## src/logic/enc_defines.svh

```systemverilog
`ifndef ENC_DEFINES_SVH
`define ENC_DEFINES_SVH

// ----------------------------------------
// channel and datapath sizing
// ----------------------------------------
`define ENC_NUM_CHAN    4              // encoder channels
`define ENC_CNT_W       24             // position counter width
`define ENC_DEB_CYCLES  4              // stable samples before filt follows raw
`define ENC_MIDRANGE    24'h800000     // counter and preload after reset
`define ENC_ADDR_W      8              // axi byte address width

// channel region, word offsets
`define ENC_OFF_PRELOAD 0
`define ENC_OFF_QUAD    1              // {ovf, count}
`define ENC_OFF_PERD    2              // sum of last four quarter periods
`define ENC_OFF_QTR     3              // latest quarter period
`define ENC_OFF_RUN     4              // cycles since last edge

// global region, word offsets
`define ENC_OFF_FB_SRC  0              // feedback source select
`define ENC_OFF_ID      1
`define ENC_ID_VALUE    32'h454E_4304  // "ENC" tag, low byte is channel count

`endif

```

## src/logic/enc_pkg.sv

```systemverilog
`include "enc_defines.svh"

package enc_pkg;

   typedef logic [31:0] enc_word_t;   // one bus data word

   // results of one encoder channel
   typedef struct packed {
      logic [`ENC_CNT_W:0] quad;   // overflow flag above the count
      enc_word_t           perd;   // four edge period, dir in msb
      enc_word_t           qtr;    // latest edge to edge period, dir in msb
      enc_word_t           run;    // running timer
   } enc_meas_t;

   // ----------------------------------------
   // byte address decode
   // ----------------------------------------
   typedef struct packed {
      logic       region;      // 0 for channel registers
      logic [1:0] chan;
      logic [2:0] offset;      // word offset within the channel
      logic [1:0] byte_lane;   // ignored, word access only
   } enc_chan_addr_t;

   typedef struct packed {
      logic       region;      // 1 for global registers
      logic [4:0] offset;
      logic [1:0] byte_lane;
   } enc_glob_addr_t;

   // same address word, read per region
   typedef union packed {
      enc_chan_addr_t chan_view;
      enc_glob_addr_t glob_view;
   } enc_addr_u;

   typedef enum logic [1:0] {
      OKAY   = 2'b00,
      SLVERR = 2'b10
   } axi_resp_t;

   // ----------------------------------------
   // axi4-lite, master and slave halves
   // ----------------------------------------
   typedef struct packed {
      logic [`ENC_ADDR_W-1:0] awaddr;
      logic                   awvalid;
      enc_word_t              wdata;
      logic [3:0]             wstrb;
      logic                   wvalid;
      logic                   bready;
      logic [`ENC_ADDR_W-1:0] araddr;
      logic                   arvalid;
      logic                   rready;
   } axil_req_t;

   typedef struct packed {
      logic      awready;
      logic      wready;
      axi_resp_t bresp;
      logic      bvalid;
      logic      arready;
      enc_word_t rdata;
      logic      rvalid;
      axi_resp_t rresp;
   } axil_rsp_t;

endpackage

```

## src/logic/enc_axil_regs.sv

```systemverilog
`timescale 1ns/1ns
`include "enc_defines.svh"

module enc_axil_regs (
   input  logic                     sysclk,
   input  logic                     arst_n,
   input  enc_pkg::axil_req_t       req,
   output enc_pkg::axil_rsp_t       rsp,
   input  enc_pkg::enc_meas_t       meas    [`ENC_NUM_CHAN],
   output logic [`ENC_CNT_W-1:0]    preload [`ENC_NUM_CHAN],
   output logic [`ENC_NUM_CHAN-1:0] load,
   output enc_pkg::enc_word_t       enc_fb  [`ENC_NUM_CHAN]
);

   // write side
   logic                   awready_q;
   logic                   wready_q;
   logic                   aw_held;     // address latched, waiting for data
   logic                   w_held;      // data latched, waiting for address
   logic [`ENC_ADDR_W-1:0] aw_addr;
   enc_pkg::enc_word_t     w_data;
   logic [3:0]             w_strb;
   enc_pkg::enc_addr_u     aw_dec;
   logic                   wr_commit;
   logic                   wr_pre;      // target is a preload register
   logic                   wr_fb;       // target is FB_SRC
   logic                   bvalid_q;
   enc_pkg::axi_resp_t     bresp_q;

   // read side
   logic                   arready_q;
   logic                   rvalid_q;
   enc_pkg::enc_word_t     rdata_q;
   enc_pkg::enc_addr_u     ar_dec;
   enc_pkg::enc_word_t     rd_word;

   logic [2:0]             fb_src;      // offset code of the feedback field

   // measurement word by channel offset, quad zero extended
   function automatic enc_pkg::enc_word_t meas_field(input enc_pkg::enc_meas_t m,
                                                     input logic [2:0]         sel);
      enc_pkg::enc_word_t w;
      case (sel)
         3'(`ENC_OFF_QUAD): w = 32'(m.quad);
         3'(`ENC_OFF_PERD): w = m.perd;
         3'(`ENC_OFF_QTR):  w = m.qtr;
         3'(`ENC_OFF_RUN):  w = m.run;
         default:           w = '0;     // not a measurement
      endcase
      return w;
   endfunction

   // ----------------------------------------
   // address decode
   // ----------------------------------------
   assign aw_dec = aw_addr;
   assign ar_dec = req.araddr;

   assign wr_pre = !aw_dec.chan_view.region &&
                   (aw_dec.chan_view.offset == `ENC_OFF_PRELOAD) &&
                   (aw_dec.chan_view.chan < `ENC_NUM_CHAN);
   assign wr_fb  = aw_dec.glob_view.region && (aw_dec.glob_view.offset == `ENC_OFF_FB_SRC);
   assign wr_commit = aw_held && w_held && !bvalid_q;

   // readback mux, unmapped reads give zero
   always_comb begin
      rd_word = '0;
      if (!ar_dec.chan_view.region) begin
         if (ar_dec.chan_view.chan < `ENC_NUM_CHAN) begin
            if (ar_dec.chan_view.offset == `ENC_OFF_PRELOAD)
               rd_word = 32'(preload[ar_dec.chan_view.chan]);
            else
               rd_word = meas_field(meas[ar_dec.chan_view.chan], ar_dec.chan_view.offset);
         end
      end else if (ar_dec.glob_view.offset == `ENC_OFF_FB_SRC) begin
         rd_word = 32'(fb_src);
      end else if (ar_dec.glob_view.offset == `ENC_OFF_ID) begin
         rd_word = `ENC_ID_VALUE;
      end
   end

   // ----------------------------------------
   // handshakes and load strobe
   // ----------------------------------------
   always_ff @(posedge sysclk or negedge arst_n) begin
      if (!arst_n) begin
         awready_q <= 1'b0;
         wready_q  <= 1'b0;
         aw_held   <= 1'b0;
         w_held    <= 1'b0;
         bvalid_q  <= 1'b0;
         bresp_q   <= enc_pkg::OKAY;
         arready_q <= 1'b0;
         rvalid_q  <= 1'b0;
         load      <= '0;
      end else begin
         load <= '0;                               // strobe lasts one cycle
         // write address, ready once per transaction
         if (awready_q && req.awvalid) begin
            awready_q <= 1'b0;
            aw_held   <= 1'b1;
         end else if (req.awvalid && !aw_held && !bvalid_q) begin
            awready_q <= 1'b1;
         end
         // write data, same scheme
         if (wready_q && req.wvalid) begin
            wready_q <= 1'b0;
            w_held   <= 1'b1;
         end else if (req.wvalid && !w_held && !bvalid_q) begin
            wready_q <= 1'b1;
         end
         // both halves held, commit and respond
         if (wr_commit) begin
            aw_held  <= 1'b0;
            w_held   <= 1'b0;
            bvalid_q <= 1'b1;
            bresp_q  <= (wr_pre || wr_fb) ? enc_pkg::OKAY : enc_pkg::SLVERR;
            if (wr_pre)
               load[aw_dec.chan_view.chan] <= 1'b1;
         end else if (bvalid_q && req.bready) begin
            bvalid_q <= 1'b0;
         end
         // read, data registered at the address handshake
         if (arready_q && req.arvalid) begin
            arready_q <= 1'b0;
            rvalid_q  <= 1'b1;
         end else if (rvalid_q && req.rready) begin
            rvalid_q <= 1'b0;
         end else if (req.arvalid && !rvalid_q) begin
            arready_q <= 1'b1;
         end
      end
   end

   // preload and FB_SRC, byte strobes honoured
   always_ff @(posedge sysclk or negedge arst_n) begin
      if (!arst_n) begin
         for (int c = 0; c < `ENC_NUM_CHAN; c++)
            preload[c] <= `ENC_MIDRANGE;
         fb_src <= 3'(`ENC_OFF_QUAD);
      end else if (wr_commit) begin
         if (wr_pre) begin
            for (int i = 0; i < `ENC_CNT_W / 8; i++)
               if (w_strb[i])
                  preload[aw_dec.chan_view.chan][8*i +: 8] <= w_data[8*i +: 8];
         end
         if (wr_fb && w_strb[0])
            fb_src <= w_data[2:0];
      end
   end

   // payload capture
   always_ff @(posedge sysclk) begin
      if (awready_q && req.awvalid)
         aw_addr <= req.awaddr;
      if (wready_q && req.wvalid) begin
         w_data <= req.wdata;
         w_strb <= req.wstrb;
      end
      if (arready_q && req.arvalid)
         rdata_q <= rd_word;                       // held until rready
   end

   // feedback words to the servo loop
   always_comb begin
      for (int c = 0; c < `ENC_NUM_CHAN; c++)
         enc_fb[c] = meas_field(meas[c], fb_src);
   end

   assign rsp.awready = awready_q;
   assign rsp.wready  = wready_q;
   assign rsp.bresp   = bresp_q;
   assign rsp.bvalid  = bvalid_q;
   assign rsp.arready = arready_q;
   assign rsp.rdata   = rdata_q;
   assign rsp.rvalid  = rvalid_q;
   assign rsp.rresp   = enc_pkg::OKAY;             // every read succeeds

endmodule

```

## src/logic/enc_ctrl_top.sv

```systemverilog
`timescale 1ns/1ns
`include "enc_defines.svh"

module enc_ctrl_top (
   input  logic                     sysclk,
   input  logic                     arst_n,
   input  enc_pkg::axil_req_t       req,
   output enc_pkg::axil_rsp_t       rsp,
   input  logic [`ENC_NUM_CHAN-1:0] enc_a,                 // raw a lines
   input  logic [`ENC_NUM_CHAN-1:0] enc_b,                 // raw b lines
   output enc_pkg::enc_word_t       enc_fb [`ENC_NUM_CHAN]
);

   logic [`ENC_NUM_CHAN-1:0] a_filt;
   logic [`ENC_NUM_CHAN-1:0] b_filt;
   logic [`ENC_NUM_CHAN-1:0] dir;
   logic [`ENC_NUM_CHAN-1:0] load;                         // preload strobes
   logic [`ENC_CNT_W-1:0]    preload [`ENC_NUM_CHAN];
   enc_pkg::enc_meas_t       meas    [`ENC_NUM_CHAN];

   // ----------------------------------------
   // per channel datapath
   // ----------------------------------------
   for (genvar c = 0; c < `ENC_NUM_CHAN; c++) begin : g_chan
      logic [`ENC_CNT_W:0] quad;
      enc_pkg::enc_word_t  qtr;
      enc_pkg::enc_word_t  perd;
      enc_pkg::enc_word_t  run;

      enc_debounce u_deb_a (
         .sysclk (sysclk),
         .arst_n (arst_n),
         .raw    (enc_a[c]),
         .filt   (a_filt[c])
      );

      enc_debounce u_deb_b (
         .sysclk (sysclk),
         .arst_n (arst_n),
         .raw    (enc_b[c]),
         .filt   (b_filt[c])
      );

      // position
      enc_quad_counter u_quad (
         .sysclk  (sysclk),
         .arst_n  (arst_n),
         .a       (a_filt[c]),
         .b       (b_filt[c]),
         .load    (load[c]),
         .preload (preload[c]),
         .quad    (quad),
         .dir     (dir[c])
      );

      // velocity as edge periods
      enc_period_meas u_perd (
         .sysclk (sysclk),
         .arst_n (arst_n),
         .a      (a_filt[c]),
         .b      (b_filt[c]),
         .dir    (dir[c]),
         .qtr    (qtr),
         .perd   (perd),
         .run    (run)
      );

      assign meas[c] = '{quad: quad, perd: perd, qtr: qtr, run: run};
   end

   enc_axil_regs u_regs (
      .sysclk  (sysclk),
      .arst_n  (arst_n),
      .req     (req),
      .rsp     (rsp),
      .meas    (meas),
      .preload (preload),
      .load    (load),
      .enc_fb  (enc_fb)
   );

endmodule

```

## src/logic/enc_debounce.sv

```systemverilog
`timescale 1ns/1ns
`include "enc_defines.svh"

module enc_debounce (
   input  logic sysclk,
   input  logic arst_n,
   input  logic raw,    // encoder line straight from the pin
   output logic filt    // synchronized and filtered level
);

   localparam int CNT_W = $clog2(`ENC_DEB_CYCLES + 1);

   logic             sync1;         // metastability flop
   logic             sync2;
   logic [CNT_W-1:0] stable_cnt;    // samples of sync2 != filt in a row

   // two flop synchronizer
   always_ff @(posedge sysclk or negedge arst_n) begin
      if (!arst_n) begin
         sync1 <= 1'b0;
         sync2 <= 1'b0;
      end else begin
         sync1 <= raw;
         sync2 <= sync1;
      end
   end

   // fixed delay filter, so edge spacing comes out unchanged
   always_ff @(posedge sysclk or negedge arst_n) begin
      if (!arst_n) begin
         stable_cnt <= '0;
         filt       <= 1'b0;
      end else if (sync2 == filt) begin
         stable_cnt <= '0;                               // glitch gone, start over
      end else if (stable_cnt == CNT_W'(`ENC_DEB_CYCLES - 1)) begin
         stable_cnt <= '0;
         filt       <= sync2;                            // level held long enough
      end else begin
         stable_cnt <= stable_cnt + 1'b1;
      end
   end

endmodule

```

## src/logic/enc_period_meas.sv

```systemverilog
`timescale 1ns/1ns

module enc_period_meas (
   input  logic               sysclk,
   input  logic               arst_n,
   input  logic               a,       // filtered a line
   input  logic               b,       // filtered b line
   input  logic               dir,     // from the quadrature counter
   output enc_pkg::enc_word_t qtr,
   output enc_pkg::enc_word_t perd,
   output enc_pkg::enc_word_t run
);

   localparam logic [30:0] MAG_MAX = '1;   // 31 bit magnitude ceiling

   logic [1:0]  ab_prev;
   logic        ab_edge;     // any filtered transition
   logic [30:0] qtr_new;
   logic [30:0] qtr_mag;     // latest quarter period
   logic [30:0] qtr_d1;      // one before
   logic [30:0] qtr_d2;      // two before
   logic [32:0] perd_sum;    // room for four magnitudes
   logic [30:0] perd_new;
   logic [30:0] perd_mag;

   assign ab_edge = ({a, b} != ab_prev);

   // ----------------------------------------
   // next values, both saturating
   // ----------------------------------------
   assign qtr_new  = (run >= {1'b0, MAG_MAX}) ? MAG_MAX : run[30:0] + 1'b1;
   assign perd_sum = 33'(qtr_new) + 33'(qtr_mag) + 33'(qtr_d1) + 33'(qtr_d2);
   assign perd_new = (|perd_sum[32:31]) ? MAG_MAX : perd_sum[30:0];

   // sign bit follows the direction of the latest step
   assign qtr  = {dir, qtr_mag};
   assign perd = {dir, perd_mag};

   always_ff @(posedge sysclk or negedge arst_n) begin
      if (!arst_n) begin
         ab_prev  <= 2'b00;
         run      <= '0;
         qtr_mag  <= '0;
         qtr_d1   <= '0;
         qtr_d2   <= '0;
         perd_mag <= '0;
      end else begin
         ab_prev <= {a, b};
         if (ab_edge) begin
            run      <= '0;          // restart the timer
            qtr_mag  <= qtr_new;
            qtr_d1   <= qtr_mag;
            qtr_d2   <= qtr_d1;
            perd_mag <= perd_new;
         end else if (!(&run)) begin
            run <= run + 1'b1;       // holds at all ones
         end
      end
   end

endmodule

```

## src/logic/enc_quad_counter.sv

```systemverilog
`timescale 1ns/1ns
`include "enc_defines.svh"

module enc_quad_counter (
   input  logic                  sysclk,
   input  logic                  arst_n,
   input  logic                  a,         // filtered a line
   input  logic                  b,         // filtered b line
   input  logic                  load,      // one cycle preload strobe
   input  logic [`ENC_CNT_W-1:0] preload,
   output logic [`ENC_CNT_W:0]   quad,      // {ovf, count}
   output logic                  dir        // 1 when a leads b
);

   logic [1:0]            ab_prev;
   logic [1:0]            ab_cur;
   logic                  step;    // exactly one line moved
   logic                  up;
   logic [`ENC_CNT_W-1:0] count;
   logic                  ovf;     // sticky wrap flag

   assign ab_cur = {a, b};
   assign step   = (ab_cur[1] ^ ab_prev[1]) ^ (ab_cur[0] ^ ab_prev[0]);  // double step fails
   // forward gray order 00 -> 10 -> 11 -> 01
   assign up     = ab_cur[1] ^ ab_prev[0];
   assign quad   = {ovf, count};

   always_ff @(posedge sysclk or negedge arst_n) begin
      if (!arst_n) begin
         ab_prev <= 2'b00;
         count   <= `ENC_MIDRANGE;
         ovf     <= 1'b0;
         dir     <= 1'b0;
      end else begin
         ab_prev <= ab_cur;
         if (step)
            dir <= up;
         if (load) begin
            count <= preload;    // bus preload wins over a step
            ovf   <= 1'b0;
         end else if (step) begin
            if (up) begin
               count <= count + 1'b1;
               if (&count)
                  ovf <= 1'b1;   // wrapped past all ones
            end else begin
               count <= count - 1'b1;
               if (count == '0)
                  ovf <= 1'b1;   // wrapped below zero
            end
         end
      end
   end

endmodule

```

## config.mk

```make
export PLATFORM = sky130hd
export DESIGN_NAME = enc_ctrl_top
export DESIGN_NICKNAME = d
export VERILOG_FILES = /design/src/logic/enc_pkg.sv /design/src/logic/enc_axil_regs.sv /design/src/logic/enc_ctrl_top.sv /design/src/logic/enc_debounce.sv /design/src/logic/enc_period_meas.sv /design/src/logic/enc_quad_counter.sv
export VERILOG_INCLUDE_DIRS = /design/src /design/src/logic
export SDC_FILE = /design/constraint.sdc
export NUM_CORES = 2
export LEC_CHECK = 0
export BUFFER_PORTS_ARGS = -buffer_cell sky130_fd_sc_hd__buf_2
export CORE_MARGIN = 4
export CORE_UTILIZATION = 31
export DETAILED_ROUTE_END_ITERATION = 6
export PLACE_DENSITY = 0.47
export SETUP_SLACK_MARGIN = 0.1
export SLEW_MARGIN = 0
export SYNTH_ARGS = -nofsm -noshare
export SYNTH_HDL_FRONTEND = slang
export SYNTH_SLANG_ARGS = --single-unit
```

## constraint.sdc

```tcl
create_clock -name sysclk -period 8.6 [get_ports sysclk]
set_clock_uncertainty 0.1 [all_clocks]
set_input_delay 1.72 -clock sysclk [delete_from_list [all_inputs] [get_ports sysclk]]
set_output_delay 1.72 -clock sysclk [all_outputs]
set_load 0.02 [all_outputs]
```

Yosys cells after proc, flatten, opt, wreduce, memory -nomap -nowiden:

Cells that the tools add are included.

* add/sub/neg operators: 36
* order comparisons: 9
* equality and inequality tests: 38
* multiplexer cells: 115
* bitwise operators: 26
* reductions and logical operators: 73

Operators with widths (number)
* $mux 96: 7
* $pmux 32 s4: 5
* $mux 24: 15
* $mux 32: 11
* $bwmux 96: 3
* $mux 31: 9
* $add 33x31->33: 8
* $bmux 121 s2: 1
* $mux 121: 2
* $demux 24 s2: 3
* $add 31x31->32: 4
* $add 32x1->32 const B: 4
* $ge 32x31->1 const B: 4
* $reduce_and 32->1: 4
* $add 31x1->31 const B: 4
* $add 24x1->24 const B: 4
* $logic_not 24->1: 4
* $reduce_and 24->1: 4
* $sub 24x1->24 const B: 4
* $bmux 24 s2: 1
* $mux 3: 16
* $eq 3x2->1 const B: 12
* $mux 1: 36
* $add 3x1->3 const B: 8
* 30 further kinds: 124

* register bits after elaboration: 963
* input bits: 67
* output and inout port bits: 169

Logic depth before layout (Yosys ltp):

* word-level depth: 15
* gate-level depth with buffers: 37
* gate-level depth less buffers: 34

Cells and area by module:

A second synthesis with hierarchy kept.

* cells, all modules: 6304
* area, all modules: 63738.6 um^2

Modules (own cells, without submodules)
* enc_period_meas at g_chan[1].u_perd ...: instances 2, cells each 939, area each 9557.9 um^2
* enc_axil_regs: instances 1, cells each 1279, area each 14017.2 um^2
* enc_period_meas at g_chan[0].u_perd: instances 1, cells each 961, area each 9716.8 um^2
* enc_period_meas at g_chan[3].u_perd: instances 1, cells each 942, area each 9660.5 um^2
* enc_quad_counter: instances 4, cells each 285, area each 2371.0 um^2
* enc_debounce at g_chan[0].u_deb_b ...: instances 7, cells each 13, area each 216.5 um^2
* enc_debounce at g_chan[0].u_deb_a: instances 1, cells each 13, area each 229.0 um^2

Least setup slack after synthesis:

OpenSTA, ideal clock, no wires.

* kind: reg-to-reg
* from: register g_chan[2].u_perd.run[0]
* to: register g_chan[2].u_perd.perd_mag[1]
* setup time: 65 ps
* data arrival time: 7208 ps
* data required time: 8435 ps
* setup slack: 1227 ps
* cell stages (with the launch flop): 36
* cell sequence: dfrtp_1 -> ha_1 -> nand4_1 -> or2_2 -> or3_1 -> clkbuf_1 -> nor3_2 -> nor2_1 -> buf_2 -> nand2_1 -> ha_1 -> inv_1 -> fa_1 -> nand2b_1 -> a21oi_1 -> a41oi_1 -> a2111oi_0 -> o21ai_0 -> o21ai_1 -> a21o_1 -> a21oi_1 -> xor2_1 -> fa_1 -> inv_1 -> ha_1 -> a21o_1 -> a21o_1 -> a21oi_1 -> o21a_1 -> o31a_2 -> o21ai_4 -> a32oi_1 -> mux2_2 -> o211ai_4 -> buf_6 -> o22a_1

* cells in the longest elaborated chain, start to end: 7
* elaborated cells between the ends (all ways): 8
* those cells by class: 4 x add/sub; 1 x order compare; 2 x mux; 1 x reduce/logical

Ends and longest elaborated chain
* start: declaration: RTL line enc_period_meas.sv:11 `output enc_pkg::enc_word_t run`
* start signal: assignment: RTL line enc_period_meas.sv:56 `run <= run + 1'b1;`
* $add 31x1->31 / $ge 32x31->1 (equally long branches): RTL line enc_period_meas.sv:31 `assign qtr_new = (run >= {1'b0, MAG_MAX}) ? MAG_MAX : run[30:0] + 1'b1;`
* $mux 31 *: RTL line enc_period_meas.sv:31
* named net g_chan[2].u_perd.qtr_new[0]: RTL line enc_period_meas.sv:18 `logic [30:0] qtr_new;`
* $add 31x31->32 *: RTL line enc_period_meas.sv:32 `assign perd_sum = 33'(qtr_new) + 33'(qtr_mag) + 33'(qtr_d1) + 33'(qtr_d2);`
* $add 33x31->33 * (2 in a row): RTL line enc_period_meas.sv:32
* $reduce_or 2->1: RTL line enc_period_meas.sv:33 `assign perd_new = (|perd_sum[32:31]) ? MAG_MAX : perd_sum[30:0];`
* $mux 31 *: RTL line enc_period_meas.sv:33
* end signal: assignment: RTL line enc_period_meas.sv:54 `perd_mag <= perd_new;`
* end: declaration: RTL line enc_period_meas.sv:24 `logic [30:0] perd_mag;`

The timed path passes the listed nets; every way through them passes the cells marked *.
A chain may end at the register's enable or synchronous reset.

Worst setup path after layout:

* from: register g_chan[1].u_perd.run[1]
* to: register g_chan[1].u_perd.perd_mag[17]

* cells in the longest elaborated chain, start to end: 7
* elaborated cells between the ends (all ways): 8
* those cells by class: 4 x add/sub; 1 x order compare; 2 x mux; 1 x reduce/logical

Ends and longest elaborated chain (RTL line)
* start: declaration: enc_period_meas.sv:11
* start signal: assignment: enc_period_meas.sv:56
* $add 31x1->31 / $ge 32x31->1 (equally long branches): enc_period_meas.sv:31
* $mux 31 *: enc_period_meas.sv:31
* named net g_chan[1].u_perd.qtr_new[1]: enc_period_meas.sv:18
* $add 31x31->32 *: enc_period_meas.sv:32
* $add 33x31->33 * (2 in a row): enc_period_meas.sv:32
* $reduce_or 2->1: enc_period_meas.sv:33
* $mux 31 *: enc_period_meas.sv:33
* end signal: assignment: enc_period_meas.sv:54
* end: declaration: enc_period_meas.sv:24

Marked as above.

==> qor.csv <==
metric;value;unit
clk_latency;0.79;ns
final.min_clock_period;8.07;ns
critical_path_required;9.13;ns
fin_crit_sh;93.9;%
design.portCount;236;
detailroute.via_count;52000;
drt_pass1_iterations;7;
number_of_global_route_vias_before_repair;51300;
cts-buffers-inserted;114;
cts_setup_buffers;0;
buffer_ports.inserted;219;
grt_antenna_before_repair;38;
final_core_utilization;35.3;%
h-tree-depth;3;
grt_start_max_net_pins;151;
drc;0;
postSynthCellCount;6566;
cts.sink_count;960;
grt_remaining_overflow;0;
critPathLaunchType;flop;
timing_worst_slew_pin_value;1.15;ns
cpPeakStageDelay;0.49;ns
timing.fmax;124;MHz
p_per_area;340;nW/um2
max-vdd-ir-drop;0.326;mV
max_capacitance_violation_count;0;
totalNegativeSetupSlack;0;ns
crit_path_end_kind;flop;
worstHoldPathType;flop to flop;
tritoncts;done;
critPathArrivalTime;8.60;ns
rsz0062_at_grt;no;
outcome;complete, no violations;
syn-mean-instance-area;9.92;um2
grt_pass1_wl;360000;um
drt-initial-drc-count;4524;
report.final.slew_viol_count;0;
ctsRootBufferMaster;sky130_fd_sc_hd__clkbuf_16;
leakage_power;35.2;nW
timing.setup.critical_path_class;flop to flop;
global_route.usage.total;22.5;%
post-layout-total-power;25.2;mW
yosys_warnings;0;
slowest_stage;sky130_fd_sc_hd__or3_1;
finalSetupViolations;0;
place.gp.congestion;0.983;
dp_cells;9447;
post_synth_top_flop;sky130_fd_sc_hd__dfrtp_1;
antenna_violating_nets_post_route;0;
clk_transition_reported_paths;0.06;ns
starting_utilization_of_the_core_area;31.1;%
critPathMaxFanout;27;
wl_per_cell;25.7;um
synth_cell_type_count;99;
timing_hold_violations_final;0;
yosys_register_bits;960;
synthToLayoutAreaGrowth;13.4;%
fp.dieW;466;um
drt-total-wl;249000;um
final_cells;9682;
die-area;218000;um2
asyncSetResetFlopFracSynth;93.2;%
layout_cells_sized_above_1;17.1;%
detail_route.vias_per_cell;5.38;
detailed_placement_hpwl;197000;um
seq_area_frac_synth;37.4;%
fp-row-count;168;
dieHeight;466;um
coreArea;209000;um2
synth_area;65200;um2
clock_tree.buffer_depth;3;
synth_enable_flop_cells;65;
max-slew-margin-rel;22.7;%
design.final.nets;7325;
==> state kept, by name, indices dropped and copies added, names as in the netlist, 4 cells and up <==
| register | cells |
|---|---|
| g_chan.u_perd.ab_prev | 8 |
| u_regs.load | 4 |
| g_chan.u_deb_b.stable_cnt | 12 |
| g_chan.u_quad.ovf | 4 |
| u_regs.w_data | 24 |
| g_chan.u_quad.dir | 4 |
| g_chan.u_deb_a.sync1 | 4 |
| u_regs.preload | 96 |
| g_chan.u_deb_a.sync2 | 4 |
| g_chan.u_perd.qtr_d1 | 124 |
| u_regs.aw_addr | 6 |
| g_chan.u_perd.run | 128 |
| g_chan.u_perd.qtr_mag | 124 |
| g_chan.u_quad.count | 96 |
| u_regs.rdata_q | 32 |
| g_chan.u_deb_b.filt | 4 |
| g_chan.u_deb_b.sync1 | 4 |
| g_chan.u_perd.perd_mag | 124 |
| g_chan.u_deb_a.filt | 4 |
| g_chan.u_perd.qtr_d2 | 124 |
| g_chan.u_deb_a.stable_cnt | 12 |
| g_chan.u_deb_b.sync2 | 4 |
==> path summary, 6_finish.rpt <==
kind                                                           from                                         to  slack, ns  depth (start not counted)
worst max register to register  g_chan[1].u_perd.run[1]$_DFFE_PN0P_  g_chan[1].u_perd.perd_mag[17]$_DFFE_PN0N_       0.53                         32
worst min register to register    g_chan[1].u_deb_a.sync1$_DFF_PN0_          g_chan[1].u_deb_a.sync2$_DFF_PN0_       0.25                          0
worst min-delay path              g_chan[1].u_deb_a.sync1$_DFF_PN0_          g_chan[1].u_deb_a.sync2$_DFF_PN0_       0.25                          0
max in group asynchronous                                    arst_n        g_chan[0].u_perd.run[3]$_DFFE_PN0P_       5.64                          3
min in group asynchronous                                    arst_n  g_chan[3].u_perd.perd_mag[26]$_DFFE_PN0N_       0.88                          1
worst max-delay path            g_chan[1].u_perd.run[1]$_DFFE_PN0P_  g_chan[1].u_perd.perd_mag[17]$_DFFE_PN0N_       0.53                         32
==> cell usage in the layout, fill, tap and decap left out, types with 136 or more instances in the layout <==
cell and count:
sky130_fd_sc_hd__a21o_1 138, sky130_fd_sc_hd__a21oi_1 414, sky130_fd_sc_hd__a22oi_1 224, sky130_fd_sc_hd__buf_2 216, sky130_fd_sc_hd__buf_4 146, sky130_fd_sc_hd__dfrtp_1 883, sky130_fd_sc_hd__fa_1 136, sky130_fd_sc_hd__ha_1 360
sky130_fd_sc_hd__inv_1 578, sky130_fd_sc_hd__mux2_2 376, sky130_fd_sc_hd__mux4_2 155, sky130_fd_sc_hd__nand2_1 686, sky130_fd_sc_hd__nor2_1 235, sky130_fd_sc_hd__o21ai_0 411, sky130_fd_sc_hd__xnor2_1 239, sky130_fd_sc_hd__xor2_1 183
==> worst max-delay path: cells and delay by family (launching register included) <==
family,cells,cell delay (ns)
compound gates,12,2.52
fa+ha+maj,4,1.31
xor+xnor,1,0.26
flops,1,0.48
buf+inv,6,0.88
mux,1,0.37
simple gates,8,1.96
==> logic make-up after synthesis <==
logic type | synth area share, %
muxes | 13.2
xor gates and xnor gates | 5.70
buffers and inverters | 5.27
AOI/OAI and AO/OA | 16.4
adders and majority gates | 11.2
DFF | 37.4
and+or+nand+nor | 10.9
other | 0.00575
==> final cells by class <==
cell class / instances / area [um2]
flip-flops and latches: 960 / 24400
repair buffers: 376 / 2440
well taps: 2805 / 3510
inverters: 583 / 2190
clock inverters: 50 / 515
multi-input cells: 4723 / 37500
fillers: 21300 / 135000
clock buffers: 161 / 3320
diodes: 24 / 60.1
==> synthesized netlist by cell type, types with 65 or more instances <==
master                     instances  share of area [%]
sky130_fd_sc_hd__xnor2_1         241                3.2
sky130_fd_sc_hd__clkbuf_1        223                1.3
sky130_fd_sc_hd__nand2_1         686                4.0
sky130_fd_sc_hd__nand3_1         124               0.95
sky130_fd_sc_hd__ha_1            364                7.0
sky130_fd_sc_hd__nand2b_1         68               0.65
sky130_fd_sc_hd__mux4_2          155                5.4
sky130_fd_sc_hd__mux2_2          376                6.5
sky130_fd_sc_hd__mux2i_1          89                1.4
sky130_fd_sc_hd__dfrtp_1         886                 34
sky130_fd_sc_hd__a21o_1          138                1.6
sky130_fd_sc_hd__o21ai_0         415                3.2
sky130_fd_sc_hd__a21oi_1         415                3.2
sky130_fd_sc_hd__inv_1           581                3.3
sky130_fd_sc_hd__xor2_1          183                2.5
sky130_fd_sc_hd__nor2_1          242                1.4
sky130_fd_sc_hd__fa_1            136                4.2
sky130_fd_sc_hd__edfxtp_1         65                3.0
sky130_fd_sc_hd__o22a_1           73               0.98
sky130_fd_sc_hd__nor3_1           74               0.57
sky130_fd_sc_hd__a22oi_1         224                2.6
==> metrics by stage <==
stage | area (um2) | hold slack, ns | worst slack [ns]
CTS | 73800 | 0.251 | 0.356
global route | 73900 | 0.254 | 0.111
global placement | 70000 | 0.232 | 0.343
detailed placement | 70000 | 0.238 | 0.405
finish | 73900 | 0.248 | 0.526
floorplan | 65200 | 0.231 | 1.23
==> metal layers <==
metal | GRT usage [%] | share of wire (%) | vias to the layer above
li1 | - | - | 23900
met1 | 30.6 | 43 | 26100
met2 | 33.5 | 43 | 1701
met3 | 3.65 | 6.8 | 410
met4 | 13.7 | 7.5 | 4
met5 | 0 | 0.010 | -
==> power breakdown <==
| group | switching [mW] | internal (mW) | leakage, nW |
|---|---|---|---|
| combinational | 7.54 | 5.50 | 20.8 |
| sequential | 1.58 | 5.50 | 12.5 |
| clock | 2.11 | 2.92 | 1.89 |
==> what timing repair did <==
item | 4_1_cts | 5_1_grt
hold buffers | 0 | 0
gates resized for setup | 0 | 12
setup endpoints to repair | 0 | 119
Note: power is estimated with default switching activity, not from simulation.
